===== config.mk =====
export PLATFORM = sky130hd
export DESIGN_NAME = touch_frame_pipeline
export DESIGN_NICKNAME = d
export VERILOG_FILES = /design/src/hdl/touch_pkg.sv /design/src/hdl/touch_presence_detect.sv /design/src/hdl/touch_offset_scale.sv /design/src/hdl/touch_position_hold.sv /design/src/hdl/touch_frame_pipeline.sv
export VERILOG_INCLUDE_DIRS = /design/src /design/src/hdl
export SDC_FILE = /design/constraint.sdc
export NUM_CORES = 1
export LEC_CHECK = 0
export BUFFER_PORTS_ARGS = -buffer_cell sky130_fd_sc_hd__buf_2
export CAP_MARGIN = 20
export CORE_ASPECT_RATIO = 1.2
export CORE_UTILIZATION = 53
export CTS_CLUSTER_DIAMETER = 50
export DETAILED_ROUTE_END_ITERATION = 16
export HOLD_SLACK_MARGIN = 0.1
export PLACE_DENSITY = 0.79
export SYNTH_ARGS = -nofsm -noshare
export SYNTH_HDL_FRONTEND = slang
export SYNTH_SLANG_ARGS = --single-unit

===== constraint.sdc =====
create_clock -name tft_new_frame -period 1.88 [get_ports tft_new_frame]
set_input_delay 0.282 -clock tft_new_frame [delete_from_list [all_inputs] [get_ports tft_new_frame]]
set_output_delay 0.282 -clock tft_new_frame [all_outputs]
set_load 0.005 [all_outputs]

===== src/hdl/touch_defs.svh =====
`ifndef TOUCH_DEFS_SVH
`define TOUCH_DEFS_SVH

// calibration offsets in raw touchpad units
// subtracted before scaling to pixels
`define TOUCH_X_OFFSET 150
`define TOUCH_Y_OFFSET 300

// raw units to pixels, divide by four
`define TOUCH_SCALE_SHIFT 2

// pressure bits dropped before the presence test
// so anything below 256 counts as released
`define TOUCH_Z_SHIFT 8

// visible panel size in pixels
// outputs never go past width-1 / height-1
`define SCREEN_WIDTH 480
`define SCREEN_HEIGHT 272

// consecutive pressed frames before a touch is reported
`define DEBOUNCE_FRAMES 2

`endif


===== src/hdl/touch_pkg.sv =====
package touch_pkg;

	// every touchpad channel is a 12-bit conversion
	localparam int TOUCH_DATA_W = 12;

	// touch or screen coordinate
	typedef logic [TOUCH_DATA_W-1:0] coord_t;

	// raw pressure reading
	typedef logic [TOUCH_DATA_W-1:0] pressure_t;

	// one raw sample from the touchpad controller
	typedef struct packed {
		coord_t x;
		coord_t y;
		pressure_t z;
	} touch_sample_t;

	// position plus touched level, passed between stages
	typedef struct packed {
		coord_t x;
		coord_t y;
		logic touched;
	} touch_point_t;

endpackage


===== src/hdl/touch_presence_detect.sv =====
`include "touch_defs.svh"

module touch_presence_detect (
	input logic tft_new_frame,
	input logic rst_n,
	input touch_pkg::touch_sample_t raw_sample,
	output touch_pkg::touch_point_t pressed_point
);

	import touch_pkg::*;

	// counter has to be able to hold DEBOUNCE_FRAMES itself
	localparam int DEB_W = $clog2(`DEBOUNCE_FRAMES + 1);
	localparam logic [DEB_W-1:0] DEB_TARGET = DEB_W'(`DEBOUNCE_FRAMES);

	pressure_t z_high;
	logic pressed_now;
	logic [DEB_W-1:0] press_count;
	logic [DEB_W-1:0] count_next;
	logic touched_next;

	// presence test on the upper pressure bits only
	assign z_high = raw_sample.z >> `TOUCH_Z_SHIFT;
	assign pressed_now = (z_high != '0);

	// saturating run length of pressed frames
	always_comb begin
		if (!pressed_now) begin
			count_next = '0;
		end else if (press_count < DEB_TARGET) begin
			count_next = press_count + 1'b1;
		end else begin
			count_next = press_count;
		end
	end

	// touched rises on the frame that completes the run
	assign touched_next = pressed_now && (count_next >= DEB_TARGET);

	always_ff @(posedge tft_new_frame) begin
		if (!rst_n) begin
			press_count <= '0;
		end else begin
			press_count <= count_next;
		end
	end

	// raw coordinates go on unchanged, stage 2 does the mapping
	always_ff @(posedge tft_new_frame) begin
		if (!rst_n) begin
			pressed_point.x <= '0;
			pressed_point.y <= '0;
			pressed_point.touched <= 1'b0;
		end else begin
			pressed_point.x <= raw_sample.x;
			pressed_point.y <= raw_sample.y;
			pressed_point.touched <= touched_next;
		end
	end

endmodule


===== src/hdl/touch_offset_scale.sv =====
`include "touch_defs.svh"

module touch_offset_scale (
	input logic tft_new_frame,
	input logic rst_n,
	input touch_pkg::touch_point_t pressed_point,
	output touch_pkg::touch_point_t scaled_point
);

	import touch_pkg::*;

	localparam coord_t X_OFFSET = coord_t'(`TOUCH_X_OFFSET);
	localparam coord_t Y_OFFSET = coord_t'(`TOUCH_Y_OFFSET);

	// last visible column and row
	localparam coord_t X_LAST = coord_t'(`SCREEN_WIDTH - 1);
	localparam coord_t Y_LAST = coord_t'(`SCREEN_HEIGHT - 1);

	coord_t x_mapped;
	coord_t y_mapped;

	// raw axis value to pixel index
	// below the offset pins to zero rather than wrapping round
	function automatic coord_t map_axis(
		input coord_t raw,
		input coord_t offset,
		input coord_t last
	);
		coord_t shifted;
		coord_t scaled;
		if (raw < offset) begin
			shifted = '0;
		end else begin
			shifted = raw - offset;
		end
		scaled = shifted >> `TOUCH_SCALE_SHIFT;
		// top of the raw range lands well off the panel
		if (scaled > last) begin
			return last;
		end
		return scaled;
	endfunction

	assign x_mapped = map_axis(pressed_point.x, X_OFFSET, X_LAST);
	assign y_mapped = map_axis(pressed_point.y, Y_OFFSET, Y_LAST);

	// touched rides along, delayed by the same edge as the data
	always_ff @(posedge tft_new_frame) begin
		if (!rst_n) begin
			scaled_point.x <= '0;
			scaled_point.y <= '0;
			scaled_point.touched <= 1'b0;
		end else begin
			scaled_point.x <= x_mapped;
			scaled_point.y <= y_mapped;
			scaled_point.touched <= pressed_point.touched;
		end
	end

endmodule


===== src/hdl/touch_position_hold.sv =====
module touch_position_hold (
	input logic tft_new_frame,
	input logic rst_n,
	input touch_pkg::touch_point_t scaled_point,
	output touch_pkg::touch_point_t cursor
);

	// the touched level always follows, one frame late
	always_ff @(posedge tft_new_frame) begin
		if (!rst_n) begin
			cursor.touched <= 1'b0;
		end else begin
			cursor.touched <= scaled_point.touched;
		end
	end

	// position only moves while the pad is pressed
	// after release the last touched point stays on screen
	always_ff @(posedge tft_new_frame) begin
		if (!rst_n) begin
			cursor.x <= '0;
			cursor.y <= '0;
		end else if (scaled_point.touched) begin
			cursor.x <= scaled_point.x;
			cursor.y <= scaled_point.y;
		end
	end

endmodule


===== src/hdl/touch_frame_pipeline.sv =====
module touch_frame_pipeline (
	input logic tft_new_frame,
	input logic rst_n,
	input touch_pkg::touch_sample_t raw_sample,
	output touch_pkg::touch_point_t cursor
);

	import touch_pkg::*;

	// raw position with the debounced touched level
	touch_point_t pressed_point;

	// calibrated, panel-clamped position
	touch_point_t scaled_point;

	// stage 1, presence and debounce
	touch_presence_detect i_touch_presence_detect (
		.tft_new_frame (tft_new_frame),
		.rst_n (rst_n),
		.raw_sample (raw_sample),
		.pressed_point (pressed_point)
	);

	// stage 2, offset, scale, clamp
	touch_offset_scale i_touch_offset_scale (
		.tft_new_frame (tft_new_frame),
		.rst_n (rst_n),
		.pressed_point (pressed_point),
		.scaled_point (scaled_point)
	);

	// stage 3, lock and hold
	touch_position_hold i_touch_position_hold (
		.tft_new_frame (tft_new_frame),
		.rst_n (rst_n),
		.scaled_point (scaled_point),
		.cursor (cursor)
	);

endmodule


=== After elaboration in Yosys (flattened, before gate mapping) ===
Index checks and enable logic that the tools add are counted.
W data, S select, Z words.

* Add/subtract/negate cells: 3
* Magnitude comparators: 6
* Multiplexer cells: 10
* Reductions and logical operators: 2

{| class="wikitable"
|+ Operators with widths
! operator !! number
|-
| $mux W10 || 4
|-
| $mux W12 || 2
|-
| $gt A10 B9 Y1 const B || 2
|-
| $lt A12 B8 Y1 const B || 1
|-
| $lt A12 B9 Y1 const B || 1
|-
| $reduce_bool A12 Y1 || 1
|-
| $sub A12 B8 Y12 const B || 1
|-
| $sub A12 B9 Y12 const B || 1
|-
| $mux W2 || 2
|-
| $add A2 B1 Y2 const B || 1
|-
| $ge A2 B2 Y1 const B || 1
|-
| $lt A2 B2 Y1 const B || 1
|-
| $mux W1 || 2
|-
| $logic_and A1 B1 Y1 || 1
|}

* Register bits: 69
* Input port bits: 38
* Output and inout bits: 25
* Word-level logic and storage cells: 31

=== Longest topological paths before layout ===
Gate-level depths: netlist (run 1).

* Depth in word-level cells: 5
* Depth in mapped cells: 6
* Mapped depth without buffers: 6

=== Hierarchy ===
From an unflattened synthesis (run 1), not the netlist that was laid out.

* Cells, all modules: 274
* Area, all modules: 2864.0 µm²

{| class="wikitable"
|+ Modules (own cells, without submodules)
! module !! times used !! cells each !! area each (µm²) !! sequential area each (µm²)
|-
| touch_offset_scale || 1 || 136 || 1163.6 || 420.4
|-
| touch_position_hold || 1 || 79 || 955.9 || 500.5
|-
| touch_presence_detect || 1 || 59 || 744.5 || 520.5
|}

=== Least setup slack after synthesis (run 1) ===
No wires, ideal clock.

* Kind: flip-flop to flip-flop
* From: reg i_touch_presence_detect.pressed_point[17] (netlist name)
* To: reg i_touch_offset_scale.scaled_point[18] (netlist name)
* Library setup time: 91 ps
* Data arrival time: 1593 ps
* Required time: 1789 ps
* Path slack: 196 ps
* Cell stages (with the launch flop): 6
* Buffers on the path: 0
* Period minus slack after synthesis: 1684 ps
* Cells stage by stage: dfxtp_1 > a211o_1 > a2111oi_4 > mux2_4 > o21ai_2 > nor4bb_1

* Longest elaborated chain between the ends: 5
* Elaborated cells on any way between the ends: 6
* Those cells by class: 1 x add/sub; 2 x order compare; 3 x mux

{| class="wikitable"
|+ RTL lines
! element !! line !! RTL
|-
| $sub A12 B8 Y12 / $lt A12 B8 Y1 (equally long branches) || touch_offset_scale.sv:34, touch_offset_scale.sv:31 ||
|-
| $mux W12 (*) || touch_offset_scale.sv:31 || <nowiki>if (raw < offset) begin</nowiki>
|-
| $gt A10 B9 Y1 || touch_offset_scale.sv:38 || <nowiki>if (scaled > last) begin</nowiki>
|-
| $mux W1 || touch_offset_scale.sv:38 ||
|-
| $mux W10 (*) || touch_offset_scale.sv:41 || <nowiki>return scaled;</nowiki>
|}

Every way passes the cells marked *; elsewhere a longest branch is shown, timed or not.
A chain may end at the register's enable or synchronous reset.

=== Worst setup path in the final report (run 1) ===
* From: reg i_touch_presence_detect.pressed_point[3] (netlist name)
* To: reg i_touch_offset_scale.scaled_point[4] (netlist name)

* Longest elaborated chain between the ends: 5
* Elaborated cells on any way between the ends: 6
* Those cells by class: 1 x add/sub; 2 x order compare; 3 x mux

{| class="wikitable"
|+ RTL lines
! element !! line
|-
| $sub A12 B9 Y12 / $lt A12 B9 Y1 (equally long branches) || touch_offset_scale.sv:34, touch_offset_scale.sv:31
|-
| $mux W12 (*) || touch_offset_scale.sv:31
|-
| $gt A10 B9 Y1 || touch_offset_scale.sv:38
|-
| $mux W1 || touch_offset_scale.sv:38
|-
| $mux W10 (*) || touch_offset_scale.sv:41
|}

Marked as above.

==> results of run 1 <==
-- power by group through the flow --
stage	sequential [mW]	clock, mW	combinational (mW)
detailed placement	1.58	0	0.329
finish	1.55	1.13	0.339
CTS	1.55	1.15	0.331
global placement	1.58	0	0.320
floorplan	1.57	0	0.244
global route	1.56	1.22	0.379
-- cell families (layout without fill, tap and decap cells) --
kind of cell	count (synthesis)	count (layout)
buffers and inverters	20	78
DFF	66	66
AOI/OAI and AO/OA	45	45
other	1	6
muxes	25	26
adders and majority gates	3	3
xor gates and xnor gates	8	8
and+or+nand+nor	88	88
-- worst register-to-register path, stage by stage (launching register included) --
cell and delay (ns):
sky130_fd_sc_hd__dfxtp_1 0.34, sky130_fd_sc_hd__ha_1 0.22, sky130_fd_sc_hd__o21ai_2 0.28, sky130_fd_sc_hd__a21oi_1 0.16, sky130_fd_sc_hd__o41ai_2 0.36, sky130_fd_sc_hd__buf_4 0.19, sky130_fd_sc_hd__o21ai_0 0.09
-- state kept, by name, indices dropped and copies added, names as in the netlist --
name and cells:
i_touch_presence_detect.pressed_point 22, i_touch_offset_scale.scaled_point 21, i_touch_position_hold.cursor 21, i_touch_presence_detect.press_count 2
-- synth_stat cells (all sizes together) (3+ instances only) --
library cell   n  share of area
dfxtp         66           0.50
and2          24          0.057
nor2b         22          0.052
mux2i         21          0.079
nor2          13          0.018
o21ai         13          0.029
nand2         11          0.016
clkbuf         7         0.0099
inv            7         0.0099
a22oi          6          0.017
buf            6          0.015
a21oi          5         0.0094
mux2           4          0.020
nand3          4         0.0094
nor3           4         0.0075
o21a           4          0.011
xnor2          4          0.013
xor2           4          0.013
ha             3          0.014
o211ai         3          0.014
-- placed cells by master (no fill, tap or decap), types with 4 or more instances in the layout --
cell / Yosys / final
sky130_fd_sc_hd__dfxtp_1: 66 / 66
sky130_fd_sc_hd__buf_2: 1 / 47
sky130_fd_sc_hd__and2_1: 24 / 24
sky130_fd_sc_hd__nor2b_1: 22 / 22
sky130_fd_sc_hd__mux2i_1: 21 / 21
sky130_fd_sc_hd__nor2_1: 13 / 13
sky130_fd_sc_hd__nand2_1: 11 / 11
sky130_fd_sc_hd__clkbuf_8: 0 / 9
sky130_fd_sc_hd__o21ai_0: 8 / 8
sky130_fd_sc_hd__inv_1: 7 / 7
sky130_fd_sc_hd__buf_4: 4 / 7
sky130_fd_sc_hd__conb_1: 1 / 6
sky130_fd_sc_hd__a21oi_1: 5 / 5
sky130_fd_sc_hd__a22oi_1: 6 / 5
sky130_fd_sc_hd__nor3_1: 4 / 4
sky130_fd_sc_hd__xor2_1: 4 / 4
sky130_fd_sc_hd__o21a_1: 4 / 4
sky130_fd_sc_hd__xnor2_1: 4 / 4
-- metal layers --
metal / global-route usage / vias up
met5: 0 / -
met4: 0.102 / 0
met3: 0.0557 / 6
met2: 0.306 / 60
met1: 0.210 / 844
li1: - / 994
-- worst paths after layout --
kind / startpoint / end / cells past startpoint
worst min-delay path: raw_sample[16] / i_touch_presence_detect.pressed_point[5] / 2
worst max-delay path: i_touch_presence_detect.pressed_point[3] / i_touch_offset_scale.scaled_point[4] / 6
worst min register to register: i_touch_presence_detect.pressed_point[0] / i_touch_offset_scale.scaled_point[0] / 1
worst max register to register: i_touch_presence_detect.pressed_point[3] / i_touch_offset_scale.scaled_point[4] / 6
-- cell type report --
| class | instances | area [um^2] |
|---|---|---|
| clock buffers | 9 | 124 |
| clock inverters | 7 | 70.1 |
| fillers | 368 | 1480 |
| inverters | 7 | 26.3 |
| multi-input cells | 176 | 1290 |
| flip-flops and latches | 66 | 1320 |
| well taps | 58 | 72.6 |
| repair buffers | 55 | 308 |
-- stage by stage --
stage	hold WS [ns]	total power, mW	TNS [ns]
after global placement	0.418	1.90	0
after floorplan	0.409	1.81	0
after CTS	0.131	3.03	0
after detailed placement	0.435	1.91	0
final	0.142	3.02	0
after global routing	0.132	3.16	-0.0141
==> flow_metrics.tcl, run 1 <==
set metrics [dict create \
    wl_met1_mm 2.00 \
    endpoints_failing_hold 0 \
    dp_hpwl_mm 3.17 \
    number_of_hold_repair_buffers_added_at_the_cts_stage 0 \
    buffers_inserted_during_post_cts_setup_optimization 0 \
    worst_setup_hold_path_clk_slew_ns 0.07 \
    yosys_register_bits 66 \
    route.top_layer_used "met4" \
    clock_latency_late_sink_ns 0.34 \
    synth_simple_gate_area_share 0.194 \
    synth_compound_area_frac 0.133 \
    max_freq_mhz 567 \
    synth_warnings 0 \
    setup_viol 0 \
    detailed_route_wirelength_on_metal2_mm 2.20 \
    seq_power_share 0.514 \
    hp_class "input port to register" \
    synth_edf_count 0 \
    drive_above_1_share 0.284 \
    antenna_violations_before_repair 0 \
    die_y_um 79.5 \
    floorplan.rows 27 \
    cp.buffers_inverters 1 \
    synth_area_mm2 0.00265 \
    power.share.switching 0.246 \
    critical_path.slowest_cell "sky130_fd_sc_hd__o41ai_2" \
    path_cells "ha_1 > o21ai_2 > a21oi_1 > o41ai_2 > buf_4 > o21ai_0" \
    placedCellCount 361 \
    antenna_cells 0 \
    clock_tree.htree_level_count 3 \
    clkSinkCount 66 \
    finalWirelength_mm 4.49 \
    dieArea_mm2 0.00530 \
    layout.nets 356 \
    detailedRoute.firstIterationViolations 116 \
    critical-path-top-delay-family "compound AO/OA/AOI/OAI gates" \
    timing_worst_slew_pin_value_ns 0.520 \
    yosys.cell_types.count 50 \
    netlist_instances 256 \
    drcViolationCount 0 \
    synth.yosys.seq_area_share 0.498 \
    floorplan.initialDensity 0.565 \
    p_leak_nw 1.37 \
    timing.final.crit_period_ns 1.76 \
    cts_resized 0 \
    clock_power_share 0.374 \
    drv.max_cap_violation_count 0 \
    slew-limit-headroom 0.649 \
    syn_to_final_growth_pct 21.1 \
    core_area_mm2 0.00470 \
    p_per_area_mw_per_mm2 940 \
    finish.instance_area_mm2 0.00321 \
    wp_data_arrival_ns 1.99 \
    outcome "completed" \
    max_stage_delay_ns 0.36 \
    clock-skew-final_ns 0.0115 \
    preCtsSetupSlack_ns 0.118 \
    final_min_period_over_clock_period 0.938 \
    grt_max_degree 25 \
    end_kind "register" \
    timing.critical_path.fanout_max 6 \
    comb_power_share 0.112 \
    vdd.ir_drop.worst_mv 0.621 \
    port_buffer_cells 47 \
    first_global_vias 1702 \
    regToRegSetupSlack_ns 0.12 \
    die_w_um 66.6 \
    synth_top_family_by_area "simple AND/OR/NAND/NOR gates" \
    wire_length_of_the_first_global_routing_pass_mm 7.30 \
    share_of_async_settable_or_async_resettable_flops_after_synthesis 0 \
    gpl.final_weighted_congestion 0.792 \
    internal_power_mw 2.28 \
    wire_length_per_cell_after_detailed_routing_um 11.9 \
    critical_path_class "register to register" \
    required_ns 2.10 \
    dpl_cell_area_mm2 0.00299 \
    vias 1904 \
    dr.pass1.iters 4 \
    via_per_inst 5.04 \
    power.net_switching_mw 0.742 \
    postLayoutSetupSlackWorst_ns 0.117 \
    cts_tree "done" \
    clock_path_buffers 2 \
    cts_inserted_buffers 9 \
    ios 63 \
    final_cell_count_no_fill 378 \
    main_synth_ff_type "sky130_fd_sc_hd__dfxtp_1" \
    syn-mean-instance-area_um2 10.4 \
    postRouteAntennaNets 0 \
    timing_max_transition_violations_final 0 \
    synth_adder_area_share 0.0141 \
    finalCoreUtilization 0.684 \
    critical_path.startpoint_type "register" \
    synth_mux_area_frac 0.0990 \
    synthXorXnorAreaFrac 0.0264 \
    routed-wl-met3_um 235 \
    grtUsageTotal 0.185 \
    clock_tree.root_cell "sky130_fd_sc_hd__clkbuf_8" \
    globalRoute.totalOverflow 0 \
]
Power figures use the tool's default switching activity.
==> run 2: changes to the inputs <==
--- a/config.mk
+++ b/config.mk
@@ -9,11 +9,12 @@
 export BUFFER_PORTS_ARGS = -buffer_cell sky130_fd_sc_hd__buf_2
 export CAP_MARGIN = 20
 export CORE_ASPECT_RATIO = 1.2
-export CORE_UTILIZATION = 53
+export CORE_UTILIZATION = 54
 export CTS_CLUSTER_DIAMETER = 50
 export DETAILED_ROUTE_END_ITERATION = 16
 export HOLD_SLACK_MARGIN = 0.1
 export PLACE_DENSITY = 0.79
 export SYNTH_ARGS = -nofsm -noshare
 export SYNTH_HDL_FRONTEND = slang
+export SYNTH_HIERARCHICAL = 1
 export SYNTH_SLANG_ARGS = --single-unit
==> run 2 against run 1 <==
Against the previous run:
- setup slack got worse by 0.083 ns
- sequential cell count rose by 3
- sequential power rose by 4%
- largest cell class unchanged
- highest routed layer unchanged
==> flow_metrics.tcl, run 2 <==
set metrics [dict create \
    outcome "completed" \
    wp_data_arrival_ns 2.13 \
    internal_power_mw 2.38 \
    drv.max_cap_violation_count 0 \
    antenna_cells 0 \
    final.hold.worst_slack_ns 0.142 \
    worst_setup_hold_path_clk_slew_ns 0.07 \
    dp_hpwl_mm 3.20 \
    whs_path_depth 2 \
    critical_path.slowest_cell "sky130_fd_sc_hd__or4_4" \
    clock-skew-final_ns 0.00601 \
    grt_max_degree 26 \
    final_min_period_over_clock_period 0.982 \
    preCtsSetupSlack_ns 0.0260 \
    timing_worst_slew_pin_value_ns 0.579 \
    clock_latency_late_sink_ns 0.34 \
    hp_start "raw_sample[34]" \
    dieArea_mm2 0.00545 \
    antenna_violations_before_repair 0 \
    netlist_instances 268 \
    drive_above_1_share 0.274 \
    max_stage_delay_ns 0.53 \
    wire_length_of_the_first_global_routing_pass_mm 7.37 \
    postRouteAntennaNets 0 \
    worst_r2r_startpoint "i_touch_presence_detect/pressed_point[14]" \
    timing_max_transition_violations_final 0 \
    cp.buffers_inverters 1 \
    crit-reg2reg-capture "i_touch_offset_scale/scaled_point[13]" \
    max_freq_mhz 542 \
    p_per_area_mw_per_mm2 943 \
    hold_path_end "i_touch_presence_detect/pressed_point[23]" \
    largest_registers_ranked_by_flip_flop_count "i_touch_position_hold/cursor x25, i_touch_offset_scale/scaled_point x21, i_touch_presence_detect/pressed_point x21" \
    largest_reg_by_ff_count "i_touch_position_hold/cursor" \
    path_cells "ha_1 > o211ai_1 > buf_4 > and2_4 > nand3_2 > or4_4 > nand3_1" \
    final_common_cell "sky130_fd_sc_hd__dfxtp_1" \
    ios 63 \
    detailedRoute.firstIterationViolations 92 \
    grtUsageTotal 0.182 \
    drcViolationCount 0 \
    vdd.ir_drop.worst_mv 0.766 \
    most-common-layout-cells "sky130_fd_sc_hd__dfxtp_1 (67), sky130_fd_sc_hd__buf_2 (51), sky130_fd_sc_hd__mux2i_1 (25)" \
    largest_reg_flops 25 \
    vias 2000 \
    finalWirelength_mm 4.59 \
    first_global_vias 1790 \
    wire_length_per_cell_after_detailed_routing_um 11.5 \
    hp_class "input port to register" \
    p_leak_nw 1.44 \
    syn_to_final_growth_pct 19.3 \
    slew-limit-headroom 0.611 \
    clock_tree.root_cell "sky130_fd_sc_hd__clkbuf_8" \
    end_kind "register" \
    syn-mean-instance-area_um2 10.4 \
    globalRoute.totalOverflow 0 \
    floorplan.initialDensity 0.564 \
    critical_path_class "register to register" \
    core_area_mm2 0.00494 \
    synth_warnings 6 \
    port_buffer_cells 51 \
    reg2regPathDepth 7 \
    cts_inserted_buffers 9 \
    clkSinkCount 69 \
    via_per_inst 5.01 \
    die_y_um 80.7 \
    dr.pass1.iters 4 \
    comb_power_share 0.111 \
    setup_viol 0 \
    endpoints_failing_hold 0 \
    seq_power_share 0.515 \
    required_ns 2.16 \
    timing.critical_path.fanout_max 5 \
    clock_tree.htree_level_count 3 \
    postLayoutSetupSlackWorst_ns 0.0339 \
    critical-path-top-delay-family "simple AND/OR/NAND/NOR gates" \
    timing.final.crit_period_ns 1.85 \
    layout_filler_cell_count 407 \
    critical_path.startpoint_type "register" \
    gpl.final_weighted_congestion 0.752 \
    die_w_um 67.6 \
    clock_path_buffers 2 \
    clock_power_share 0.374 \
    synth_area_mm2 0.00279 \
    power.net_switching_mw 0.750 \
    regToRegSetupSlack_ns 0.03 \
    floorplan.rows 28 \
    layout.nets 375 \
    cts_tree "done" \
    power.share.switching 0.239 \
]
[run 2: worst max-delay path by stage]
stage                                                   start                                    end  slack, ns  cells after the start
finish              i_touch_presence_detect/pressed_point[14]  i_touch_offset_scale/scaled_point[13]       0.03                      7
global route        i_touch_presence_detect/pressed_point[14]  i_touch_offset_scale/scaled_point[14]      -0.01                      7
CTS                 i_touch_presence_detect/pressed_point[16]  i_touch_offset_scale/scaled_point[18]     0.0006                      6
detailed placement  i_touch_presence_detect/pressed_point[16]  i_touch_offset_scale/scaled_point[18]       0.03                      6
global placement    i_touch_presence_detect/pressed_point[16]  i_touch_offset_scale/scaled_point[18]       0.05                      6
floorplan           i_touch_presence_detect/pressed_point[16]  i_touch_offset_scale/scaled_point[17]      0.005                      6
[run 2: power groups by stage]
stage                     combinational (mW)  clock, mW  sequential (mW)
final                                  0.347       1.17             1.61
after global routing                   0.394       1.27             1.62
after floorplan                        0.268          0             1.63
after global placement                 0.330          0             1.64
after detailed placement               0.339          0             1.65
after CTS                              0.341       1.20             1.61
[run 2: metal layers]
layer	share of wire	track usage	wire length, um
met5	0	0	0
met4	0.021	0.113	96
met3	0.053	0.0611	245
met1	0.46	0.216	2120
met2	0.46	0.277	2120
[run 2: area by class of cell]
type | instances | area, um^2 | area share
clock inverters | 6 | 62.6 | 0.0188
flip-flops and latches | 69 | 1380 | 0.416
well taps | 60 | 75.1 | 0.0226
inverters | 8 | 30.0 | 0.00904
clock buffers | 10 | 138 | 0.0414
multi-input cells | 180 | 1270 | 0.381
repair buffers | 66 | 368 | 0.111
[run 2: per-stage QoR]
stage / instances / TNS (ns) / util / power [mW] / area (um^2)
6_report: 399 / 0 / 0.673 / 3.13 / 3320
5_1_grt: 399 / -0.0362 / 0.673 / 3.29 / 3320
4_1_cts: 397 / 0 / 0.666 / 3.16 / 3290
3_5_place_dp: 381 / 0 / 0.625 / 1.98 / 3090
3_3_place_gp: 381 / 0 / 0.625 / 1.97 / 3090
2_1_floorplan: 273 / 0 / - / 1.90 / 2800
[run 2: repair_timing]
action,CTS,global route
endpoints found under the setup margin,0,13
hold buffers,0,0
setup buffers,0,2
hold endpoints to repair,0,0
resized for setup,0,9
